===== config.mk =====
export PLATFORM = sky130hd
export DESIGN_NAME = tspp_core
export DESIGN_NICKNAME = d
export VERILOG_FILES = /design/src/verilog/tspp_pkg.sv /design/src/verilog/alu.sv /design/src/verilog/control_unit.sv /design/src/verilog/lsu_align.sv /design/src/verilog/reg_file.sv /design/src/verilog/tspp_core.sv /design/src/verilog/tspp_execute_stage.sv /design/src/verilog/tspp_fetch_stage.sv
export SDC_FILE = /design/constraint.sdc
export NUM_CORES = 2
export LEC_CHECK = 0
export BUFFER_PORTS_ARGS = -buffer_cell sky130_fd_sc_hd__buf_2
export CORE_MARGIN = 8
export CORE_UTILIZATION = 60
export CTS_BUF_LIST = sky130_fd_sc_hd__clkbuf_16
export CTS_CLUSTER_DIAMETER = 50
export DETAILED_ROUTE_END_ITERATION = 6
export PLACE_DENSITY = 0.82
export SYNTH_ARGS = -nofsm -noshare
export SYNTH_HDL_FRONTEND = slang
export SYNTH_SLANG_ARGS = --single-unit

===== constraint.sdc =====
create_clock -name CLK -period 32.5 [get_ports CLK]
set_clock_uncertainty 0.2 [all_clocks]
set_input_delay 1.625 -clock CLK [delete_from_list [all_inputs] [get_ports CLK]]
set_output_delay 1.625 -clock CLK [all_outputs]
set_load 0.1 [all_outputs]

===== src/verilog/tspp_pkg.sv =====
// shared word, opcode, alu, load/branch and stage register types for the two-stage core
package tspp_pkg;

    parameter int WORD_W = 32;

    typedef logic [WORD_W-1:0] word_t;
    typedef logic [4:0] reg_addr_t;

    // major opcodes handled by the decoder
    typedef enum logic [6:0] {
        OP_LUI    = 7'b0110111,
        OP_AUIPC  = 7'b0010111,
        OP_JAL    = 7'b1101111,
        OP_JALR   = 7'b1100111,
        OP_BRANCH = 7'b1100011,
        OP_LOAD   = 7'b0000011,
        OP_STORE  = 7'b0100011,
        OP_IMMED  = 7'b0010011,
        OP_REGREG = 7'b0110011,
        OP_SYSTEM = 7'b1110011
    } opcode_t;

    typedef enum logic [3:0] {
        ALU_ADD,
        ALU_SUB,
        ALU_SLL,
        ALU_SLT,
        ALU_SLTU,
        ALU_XOR,
        ALU_SRL,
        ALU_SRA,
        ALU_OR,
        ALU_AND
    } aluop_t;

    // funct3 encodings, taken straight from the instruction
    typedef enum logic [2:0] {
        BEQ  = 3'b000,
        BNE  = 3'b001,
        BLT  = 3'b100,
        BGE  = 3'b101,
        BLTU = 3'b110,
        BGEU = 3'b111
    } branch_t;

    // stores reuse LB/LH/LW for SB/SH/SW
    typedef enum logic [2:0] {
        LB  = 3'b000,
        LH  = 3'b001,
        LW  = 3'b010,
        LBU = 3'b100,
        LHU = 3'b101
    } load_t;

    typedef enum logic [1:0] {
        W_LOAD,
        W_PC4,
        W_IMMU,
        W_ALU
    } wsel_t;

    typedef enum logic [1:0] {
        A_RS1,
        A_PC
    } asel_t;

    typedef enum logic [1:0] {
        B_RS2,
        B_IMM
    } bsel_t;

    typedef struct packed {
        word_t instr;
        word_t pc;
        word_t pc4;
        logic  valid;
    } fetch_ex_t;

    typedef struct packed {
        aluop_t    aluop;
        asel_t     asel;
        bsel_t     bsel;
        wsel_t     wsel;
        load_t     load_type;
        branch_t   branch_type;
        logic      wen;
        logic      dren;
        logic      dwen;
        logic      branch;
        logic      jump;
        logic      j_sel;
        logic      halt;
        logic      illegal;
        reg_addr_t rs1;
        reg_addr_t rs2;
        reg_addr_t rd;
        word_t     imm;
    } ctrl_t;

    typedef struct packed {
        logic       ren;
        logic       wen;
        logic [3:0] byte_en;
        word_t      addr;
        word_t      wdata;
    } dbus_req_t;

endpackage

===== src/verilog/alu.sv =====
// integer alu and branch condition compare
`timescale 1ns/10ps

module alu (
    input  tspp_pkg::aluop_t  aluop,
    input  tspp_pkg::word_t   port_a,
    input  tspp_pkg::word_t   port_b,
    output tspp_pkg::word_t   port_out,
    input  tspp_pkg::branch_t branch_type,
    input  tspp_pkg::word_t   rs1_data,
    input  tspp_pkg::word_t   rs2_data,
    output logic              branch_taken
);
    import tspp_pkg::*;

    logic [4:0] shamt;

    assign shamt = port_b[4:0];

    always_comb begin
        case (aluop)
            ALU_ADD:  port_out = port_a + port_b;
            ALU_SUB:  port_out = port_a - port_b;
            ALU_SLL:  port_out = port_a << shamt;
            ALU_SLT:  port_out = {31'b0, $signed(port_a) < $signed(port_b)};
            ALU_SLTU: port_out = {31'b0, port_a < port_b};
            ALU_XOR:  port_out = port_a ^ port_b;
            ALU_SRL:  port_out = port_a >> shamt;
            ALU_SRA:  port_out = $signed(port_a) >>> shamt;
            ALU_OR:   port_out = port_a | port_b;
            default:  port_out = port_a & port_b;
        endcase
    end

    // branch compare always uses the raw register values
    always_comb begin
        case (branch_type)
            BEQ:     branch_taken = (rs1_data == rs2_data);
            BNE:     branch_taken = (rs1_data != rs2_data);
            BLT:     branch_taken = ($signed(rs1_data) < $signed(rs2_data));
            BGE:     branch_taken = ($signed(rs1_data) >= $signed(rs2_data));
            BLTU:    branch_taken = (rs1_data < rs2_data);
            BGEU:    branch_taken = (rs1_data >= rs2_data);
            default: branch_taken = 1'b0;
        endcase
    end

endmodule


===== src/verilog/control_unit.sv =====
// rv32i instruction decoder producing the control struct and immediate
`timescale 1ns/10ps

module control_unit (
    input  tspp_pkg::word_t instr,
    output tspp_pkg::ctrl_t ctrl
);
    import tspp_pkg::*;

    opcode_t    opcode;
    logic [2:0] funct3;
    logic       alt;
    aluop_t     f3_aluop;
    word_t      imm_i, imm_s, imm_b, imm_u, imm_j;

    assign opcode = opcode_t'(instr[6:0]);
    assign funct3 = instr[14:12];
    // funct7 bit 5 picks SUB and SRA
    assign alt = instr[30];

    assign imm_i = {{20{instr[31]}}, instr[31:20]};
    assign imm_s = {{20{instr[31]}}, instr[31:25], instr[11:7]};
    assign imm_b = {{19{instr[31]}}, instr[31], instr[7], instr[30:25], instr[11:8], 1'b0};
    assign imm_u = {instr[31:12], 12'b0};
    assign imm_j = {{11{instr[31]}}, instr[31], instr[19:12], instr[20], instr[30:21], 1'b0};

    always_comb begin
        case (funct3)
            3'b000:  f3_aluop = ALU_ADD;
            3'b001:  f3_aluop = ALU_SLL;
            3'b010:  f3_aluop = ALU_SLT;
            3'b011:  f3_aluop = ALU_SLTU;
            3'b100:  f3_aluop = ALU_XOR;
            3'b101:  f3_aluop = alt ? ALU_SRA : ALU_SRL;
            3'b110:  f3_aluop = ALU_OR;
            default: f3_aluop = ALU_AND;
        endcase
    end

    always_comb begin
        ctrl = '0;
        ctrl.rs1 = instr[19:15];
        ctrl.rs2 = instr[24:20];
        ctrl.rd = instr[11:7];
        ctrl.load_type = load_t'(funct3);
        ctrl.branch_type = branch_t'(funct3);
        ctrl.aluop = ALU_ADD;
        ctrl.asel = A_RS1;
        ctrl.bsel = B_IMM;
        ctrl.wsel = W_ALU;
        case (opcode)
            OP_LUI: begin
                ctrl.wen = 1'b1;
                ctrl.wsel = W_IMMU;
                ctrl.imm = imm_u;
            end
            OP_AUIPC: begin
                ctrl.wen = 1'b1;
                ctrl.asel = A_PC;
                ctrl.imm = imm_u;
            end
            OP_JAL, OP_JALR: begin
                ctrl.wen = 1'b1;
                ctrl.wsel = W_PC4;
                ctrl.jump = 1'b1;
                ctrl.j_sel = (opcode == OP_JAL);
                ctrl.imm = (opcode == OP_JAL) ? imm_j : imm_i;
            end
            OP_BRANCH: begin
                ctrl.branch = 1'b1;
                ctrl.j_sel = 1'b1;
                ctrl.imm = imm_b;
                ctrl.illegal = (funct3[2:1] == 2'b01);
            end
            OP_LOAD: begin
                ctrl.wen = 1'b1;
                ctrl.dren = 1'b1;
                ctrl.wsel = W_LOAD;
                ctrl.imm = imm_i;
                ctrl.illegal = (funct3 == 3'b011) || (funct3[2:1] == 2'b11);
            end
            OP_STORE: begin
                ctrl.dwen = 1'b1;
                ctrl.imm = imm_s;
                ctrl.illegal = funct3[2] || (funct3[1:0] == 2'b11);
            end
            OP_IMMED: begin
                ctrl.wen = 1'b1;
                ctrl.aluop = f3_aluop;
                ctrl.imm = imm_i;
            end
            OP_REGREG: begin
                ctrl.wen = 1'b1;
                ctrl.bsel = B_RS2;
                ctrl.aluop = (funct3 == 3'b000 && alt) ? ALU_SUB : f3_aluop;
            end
            // only EBREAK is known here
            OP_SYSTEM: begin
                ctrl.halt = (instr == 32'h0010_0073);
                ctrl.illegal = (instr != 32'h0010_0073);
            end
            default: ctrl.illegal = 1'b1;
        endcase
    end

endmodule


===== src/verilog/lsu_align.sv =====
// byte enables, store replication, load extension and misalignment for the data bus
`timescale 1ns/10ps

module lsu_align (
    input  tspp_pkg::word_t addr,
    input  tspp_pkg::load_t load_type,
    input  tspp_pkg::word_t store_data,
    input  tspp_pkg::word_t rdata,
    output logic [3:0]      byte_en,
    output tspp_pkg::word_t wdata,
    output tspp_pkg::word_t load_ext,
    output logic            mal
);
    import tspp_pkg::*;

    logic [1:0]  offset;
    logic [7:0]  byte_lane;
    logic [15:0] half_lane;

    assign offset = addr[1:0];
    assign byte_lane = rdata[{offset, 3'b000} +: 8];
    assign half_lane = rdata[{offset[1], 4'b0000} +: 16];

    always_comb begin
        case (load_type)
            LB, LBU: begin
                byte_en = 4'b0001 << offset;
                wdata = {4{store_data[7:0]}};
                mal = 1'b0;
            end
            LH, LHU: begin
                byte_en = offset[1] ? 4'b1100 : 4'b0011;
                wdata = {2{store_data[15:0]}};
                mal = offset[0];
            end
            LW: begin
                byte_en = 4'b1111;
                wdata = store_data;
                mal = (offset != 2'b00);
            end
            default: begin
                byte_en = 4'b0000;
                wdata = store_data;
                mal = 1'b0;
            end
        endcase
    end

    // unsigned forms have funct3 bit 2 set
    always_comb begin
        case (load_type)
            LB:      load_ext = {{24{byte_lane[7]}}, byte_lane};
            LBU:     load_ext = {24'b0, byte_lane};
            LH:      load_ext = {{16{half_lane[15]}}, half_lane};
            LHU:     load_ext = {16'b0, half_lane};
            default: load_ext = rdata;
        endcase
    end

endmodule


===== src/verilog/reg_file.sv =====
// 32-entry register file, two async read ports, one sync write port
`timescale 1ns/10ps

module reg_file (
    input  logic                CLK,
    input  logic                nRST,
    input  tspp_pkg::reg_addr_t rs1,
    input  tspp_pkg::reg_addr_t rs2,
    input  tspp_pkg::reg_addr_t rd,
    input  logic                wen,
    input  tspp_pkg::word_t     w_data,
    output tspp_pkg::word_t     rs1_data,
    output tspp_pkg::word_t     rs2_data
);
    import tspp_pkg::*;

    word_t regs [32];

    always_ff @(posedge CLK, negedge nRST) begin
        if (!nRST) begin
            for (int i = 0; i < 32; i++) begin
                regs[i] <= '0;
            end
        end else if (wen && rd != 5'd0) begin
            regs[rd] <= w_data;
        end
    end

    // x0 always reads as zero
    assign rs1_data = (rs1 == 5'd0) ? '0 : regs[rs1];
    assign rs2_data = (rs2 == 5'd0) ? '0 : regs[rs2];

endmodule


===== src/verilog/tspp_core.sv =====
// two-stage rv32i core top level joining fetch and execute
`timescale 1ns/10ps

module tspp_core #(
    parameter tspp_pkg::word_t RESET_PC = '0
) (
    input  logic                CLK,
    input  logic                nRST,
    output tspp_pkg::word_t     imem_addr,
    input  tspp_pkg::word_t     imem_rdata,
    output tspp_pkg::dbus_req_t dbus,
    input  tspp_pkg::word_t     drdata,
    input  logic                dbusy,
    output logic                halt,
    output logic                mal_fault
);
    import tspp_pkg::*;

    fetch_ex_t fetch_ex;
    logic      stall;
    logic      redirect;
    word_t     brj_addr;

    tspp_fetch_stage #(
        .RESET_PC(RESET_PC)
    ) u_fetch_stage (
        .CLK,
        .nRST,
        .stall,
        .redirect,
        .brj_addr,
        .imem_addr,
        .imem_rdata,
        .fetch_ex
    );

    tspp_execute_stage u_execute_stage (
        .CLK,
        .nRST,
        .fetch_ex,
        .stall,
        .redirect,
        .brj_addr,
        .dbus,
        .drdata,
        .dbusy,
        .halt,
        .mal_fault
    );

endmodule


===== src/verilog/tspp_execute_stage.sv =====
// execute stage with decode, register file, alu, branch redirect, data bus and halt
`timescale 1ns/10ps

module tspp_execute_stage (
    input  logic                CLK,
    input  logic                nRST,
    input  tspp_pkg::fetch_ex_t fetch_ex,
    output logic                stall,
    output logic                redirect,
    output tspp_pkg::word_t     brj_addr,
    output tspp_pkg::dbus_req_t dbus,
    input  tspp_pkg::word_t     drdata,
    input  logic                dbusy,
    output logic                halt,
    output logic                mal_fault
);
    import tspp_pkg::*;

    ctrl_t      ctrl;
    word_t      rs1_data, rs2_data, w_data;
    word_t      port_a, port_b, alu_out;
    word_t      brj_base, brj_sum;
    word_t      store_wdata, load_ext;
    logic [3:0] byte_en;
    logic       branch_taken, mal;
    logic       live, mem_req, mal_access, busy_wait, advance, halt_r, mal_r;

    control_unit u_control_unit (.instr(fetch_ex.instr), .ctrl(ctrl));

    reg_file u_reg_file (
        .CLK, .nRST,
        .rs1(ctrl.rs1), .rs2(ctrl.rs2), .rd(ctrl.rd),
        .wen(advance & ctrl.wen & ~mal_access),
        .w_data, .rs1_data, .rs2_data
    );

    alu u_alu (
        .aluop(ctrl.aluop), .port_a, .port_b, .port_out(alu_out),
        .branch_type(ctrl.branch_type), .rs1_data, .rs2_data, .branch_taken
    );

    lsu_align u_lsu_align (
        .addr(alu_out), .load_type(ctrl.load_type), .store_data(rs2_data),
        .rdata(drdata), .byte_en, .wdata(store_wdata), .load_ext, .mal
    );

    assign port_a = (ctrl.asel == A_PC) ? fetch_ex.pc : rs1_data;
    assign port_b = (ctrl.bsel == B_RS2) ? rs2_data : ctrl.imm;

    always_comb begin
        case (ctrl.wsel)
            W_LOAD:  w_data = load_ext;
            W_PC4:   w_data = fetch_ex.pc4;
            W_IMMU:  w_data = ctrl.imm;
            default: w_data = alu_out;
        endcase
    end

    // jal and branches are pc relative, jalr drops bit 0
    assign brj_base = ctrl.j_sel ? fetch_ex.pc : rs1_data;
    assign brj_sum = brj_base + ctrl.imm;
    assign brj_addr = {brj_sum[31:1], brj_sum[0] & ctrl.j_sel};

    // live instruction in execute
    assign live = fetch_ex.valid & ~halt_r;
    assign mal_access = live & (ctrl.dren | ctrl.dwen) & mal;
    assign mem_req = live & (ctrl.dren | ctrl.dwen) & ~mal;
    assign busy_wait = mem_req & dbusy;
    assign advance = live & ~busy_wait;

    assign stall = halt_r | busy_wait;
    assign redirect = advance & (ctrl.jump | (ctrl.branch & branch_taken));

    assign dbus.ren = mem_req & ctrl.dren;
    assign dbus.wen = mem_req & ctrl.dwen;
    assign dbus.byte_en = byte_en;
    assign dbus.addr = alu_out;
    assign dbus.wdata = store_wdata;

    // both flags are sticky until reset
    always_ff @(posedge CLK, negedge nRST) begin
        if (!nRST) begin
            halt_r <= 1'b0;
            mal_r <= 1'b0;
        end else begin
            if (live & (ctrl.halt | ctrl.illegal | mal_access)) begin
                halt_r <= 1'b1;
            end
            if (mal_access) begin
                mal_r <= 1'b1;
            end
        end
    end

    assign halt = halt_r;
    assign mal_fault = mal_r;

endmodule


===== src/verilog/tspp_fetch_stage.sv =====
// fetch stage with pc register, instruction fetch and fetch-to-execute register
`timescale 1ns/10ps

module tspp_fetch_stage #(
    parameter tspp_pkg::word_t RESET_PC = '0
) (
    input  logic                CLK,
    input  logic                nRST,
    input  logic                stall,
    input  logic                redirect,
    input  tspp_pkg::word_t     brj_addr,
    output tspp_pkg::word_t     imem_addr,
    input  tspp_pkg::word_t     imem_rdata,
    output tspp_pkg::fetch_ex_t fetch_ex
);
    import tspp_pkg::*;

    word_t pc;
    word_t pc4;
    logic  valid_r;
    word_t instr_r;
    word_t pc_r;
    word_t pc4_r;

    assign pc4 = pc + 32'd4;
    assign imem_addr = pc;

    // redirect wins and flushes the wrong-path instruction
    always_ff @(posedge CLK, negedge nRST) begin
        if (!nRST) begin
            pc <= RESET_PC;
            valid_r <= 1'b0;
        end else if (redirect) begin
            pc <= brj_addr;
            valid_r <= 1'b0;
        end else if (!stall) begin
            pc <= pc4;
            valid_r <= 1'b1;
        end
    end

    // instruction payload follows the pc unless held or flushed
    always_ff @(posedge CLK) begin
        if (!redirect && !stall) begin
            instr_r <= imem_rdata;
            pc_r <= pc;
            pc4_r <= pc4;
        end
    end

    assign fetch_ex = '{instr: instr_r, pc: pc_r, pc4: pc4_r, valid: valid_r};

endmodule


==> qor.yml <==
grt:
  antenna_found_initial: 18
  grt_usage_pct: 41.6
  grt_max_degree: 172
  grt_pass1_wl_mm: 420
  grt_pass1_vias: 60500
  grt-ovfl-total: 0
logic_synthesis:
  yosysWarnings: 0
  synth-edff-count: 94
  synth.top_cell.area_share_pct: 35.4
  yosys_register_bits: 1153
  syn_area_um2: 74900
  ys_types: 108
  synth_ff_type: "dfrtp_1"
  seq_area_frac_synth_pct: 39.2
  async_flop_share_pct: 91.8
  synth.top_cells.by_area: "dfrtp_1 35%, mux2_2 15%, mux4_2 12%"
  synth.avg_cell_area_um2: 11.8
  yosysTopAreaCell: "dfrtp_1"
  syn_nets: 6569
  postSynthCellCount: 6338
clocking:
  cts_tree: "built"
  post_cts_buffers: 0
  h-tree-depth: 4
  cts_sinks: 1153
  cts_root_buf: "clkbuf_16"
  clk_latency_ps: 790
  holdBufCountCts: 0
  cts_made_buffers: 131
  cts.path.max_buffers: 3
  cts_resized: 0
  clk_pin_slew_ps: 60
place:
  placed_cell_area_um2: 76800
  placed_cells: 7741
  place.gp.congestion: 1.08
  dp_hpwl_mm: 192
  io_buffer_count: 170
outcome:
  violations: "design-rule violations, max-capacitance violations"
  status: "complete, but fails checks"
hold_path:
  hold_class: "reg -> reg"
  hold_path_end: "u_execute_stage.u_reg_file.regs[1015]"
  worstHoldPathCells: 0
  hp-start: "u_execute_stage.u_reg_file.regs[1015]"
worst_setup_path:
  crit_buf_inv: 7
  required_ps: 30670
  crit_path_start_kind: "flop"
  cp-end-kind: "output pin"
  reg2reg_to: "u_execute_stage.u_reg_file.regs[239]"
  crit_chain: "buf_4 -> buf_4 -> buf_4 -> buf_4 -> mux2i_1 -> a22oi_1 -> a21oi_1 -> nor4_1 -> a22o_1 -> inv_1 -> fa_1 -> nor2_1 -> o221ai_1 -> a21oi_1 -> a2111oi_0 -> buf_4 -> o31ai_1 -> a21boi_0 -> o311ai_0 -> mux2i_1 -> o221ai_1 -> nand4b_1 -> o221a_2 -> buf_2"
  arrival_ps: 11270
  critical_path.max_fanout: 62
  reg2reg_depth: 26
  regToRegSetupSlack_ps: 20430
  slowest_delay_ps: 1190
  cp_top_family: "buffers and inverters"
  path_class: "reg -> out"
  slowest_stage: "o311ai_0"
  timing.rr.start: "u_fetch_stage.instr_r[15]"
  cpMostUsedCell: "buf_4"
layout:
  area_delta_synth_final_pct: 8.35
  fin_area_um2: 81100
  fin_nets: 6468
  layout_common_cells: "1,059 x dfrtp_1, 1,022 x mux2_2, 557 x mux2i_1, 383 x mux4_2, 284 x nand2_1"
  regArea_um2: 29300
  fillCellCount: 8767
  multi_input_area_um2: 42400
  drive_gt1_share_pct: 33.0
  fin_cells: 7991
  layout_commonest_cell: "dfrtp_1"
job:
  drv_cap: 1
route:
  postRouteAntennaNets: 0
  vias_per_cell: 7.60
  drc: 64
  drt_iter0_markers: 9062
  wl_mm: 291
  routed.top_layer: "met5"
  detail_route.wl_per_cell_um: 36.4
  num_vias: 60700
  met3_length_mm: 42.0
  wl_met1_mm: 101
  dr_wl_met2_mm: 122
  dr.pass1.iters: 7
sta:
  whs_ps: 174
  max_slew_margin_pct: 0.651
  final_hold_viol_count: 0
  worst_pin_slew_ps: 1480
  fin_crit_ps: 13100
  max_freq_mhz: 76.3
  maxSlewViolCount: 0
  tns_ps: 0
  rsz0062_at_grt: "false"
  period_share_pct: 40.3
  finalSetupViolCount: 0
power:
  power.density_nw_per_um2: 37.3
  p_leak_nw: 37.8
  ir_drop_uv: 53.5
floorplanning:
  design.die.area_um2: 136000
  die_width_um: 369
  die_h_um: 369
  coreArea_um2: 124000
  io_pins: 171
  placementRows: 129
  start_util_pct: 60.5
[sequential cells by signal, indices dropped and copies added (netlist names)]
signal                           cells
u_fetch_stage.valid_r                1
u_fetch_stage.pc4_r                 32
u_fetch_stage.imem_addr             32
u_fetch_stage.pc_r                  30
u_execute_stage.u_reg_file.regs   1024
u_fetch_stage.instr_r               32
u_execute_stage.mal_fault            1
u_execute_stage.halt                 1
[final cells by class]
cell class / instances / area share (%)
Multi-Input combinational cell: 4424 / 52.3
Antenna cell: 13 / 0.0401
Tap cell: 1637 / 2.52
Clock buffer: 133 / 4.10
Timing Repair Buffer: 364 / 2.92
Clock inverter: 104 / 1.21
Inverter: 163 / 0.760
Sequential cell: 1153 / 36.1
[per-layer routing]
| metal | track usage, % | vias up |
|---|---|---|
| met5 | 0 | - |
| met1 | 51.8 | 30500 |
| met4 | 29.1 | 14 |
| met3 | 16.5 | 1417 |
| met2 | 59.1 | 5017 |
| li1 | - | 23800 |
[stage by stage]
step           power, mW  setup WS (ps)  utilization, %
2_1_floorplan       1.51          21000               -
3_3_place_gp        1.55          20880            62.0
3_5_place_dp        1.55          20800            62.0
4_1_cts             3.03          19830            65.5
5_1_grt             3.09          19240            65.5
6_report            3.03          19400            65.5
[cell usage after synthesis, types with 58 or more instances]
library cell	n
mux2i_1	557
buf_4	71
ha_1	161
clkbuf_1	308
inv_1	152
a21oi_1	279
buf_2	125
mux2_1	58
a22oi_1	231
edfxtp_1	94
mux2_2	1022
dfrtp_1	1059
nor3_1	60
nor2_1	246
nand2_1	288
nand3_1	97
mux4_2	383
o21ai_0	163
[worst max-delay path by stage]
| stage | startpoint | to | depth (start not counted) |
|---|---|---|---|
| after floorplan | u_fetch_stage.instr_r[21] | u_fetch_stage.instr_r[0] | 26 |
| after global placement | u_fetch_stage.instr_r[20] | dbus[62] | 23 |
| after detailed placement | u_fetch_stage.instr_r[15] | dbus[62] | 24 |
| after CTS | u_fetch_stage.instr_r[15] | dbus[62] | 25 |
| after global routing | u_fetch_stage.instr_r[15] | dbus[62] | 24 |
| final | u_fetch_stage.instr_r[15] | dbus[62] | 24 |
[cells by family (layout without fill, tap and decap cells)]
kind of cell | after synthesis | after routing | share of synthesized area [%]
multiplexers | 2024 | 2024 | 35.3
AO/OA/AOI/OAI | 1175 | 1175 | 10.7
flip-flops | 1153 | 1153 | 39.2
AND/OR/NAND/NOR | 995 | 995 | 6.50
buffers and inverters | 761 | 764 | 4.75
adder cells (fa/ha/maj) | 164 | 164 | 2.77
XOR/XNOR | 66 | 66 | 0.772
other | 0 | 13 | 0
[power by group]
part	switching [mW]	internal, mW
registers	0.00437	1.45
clock network	0.647	0.851
logic	0.0551	0.0126
Power figures use the tool's default switching activity.
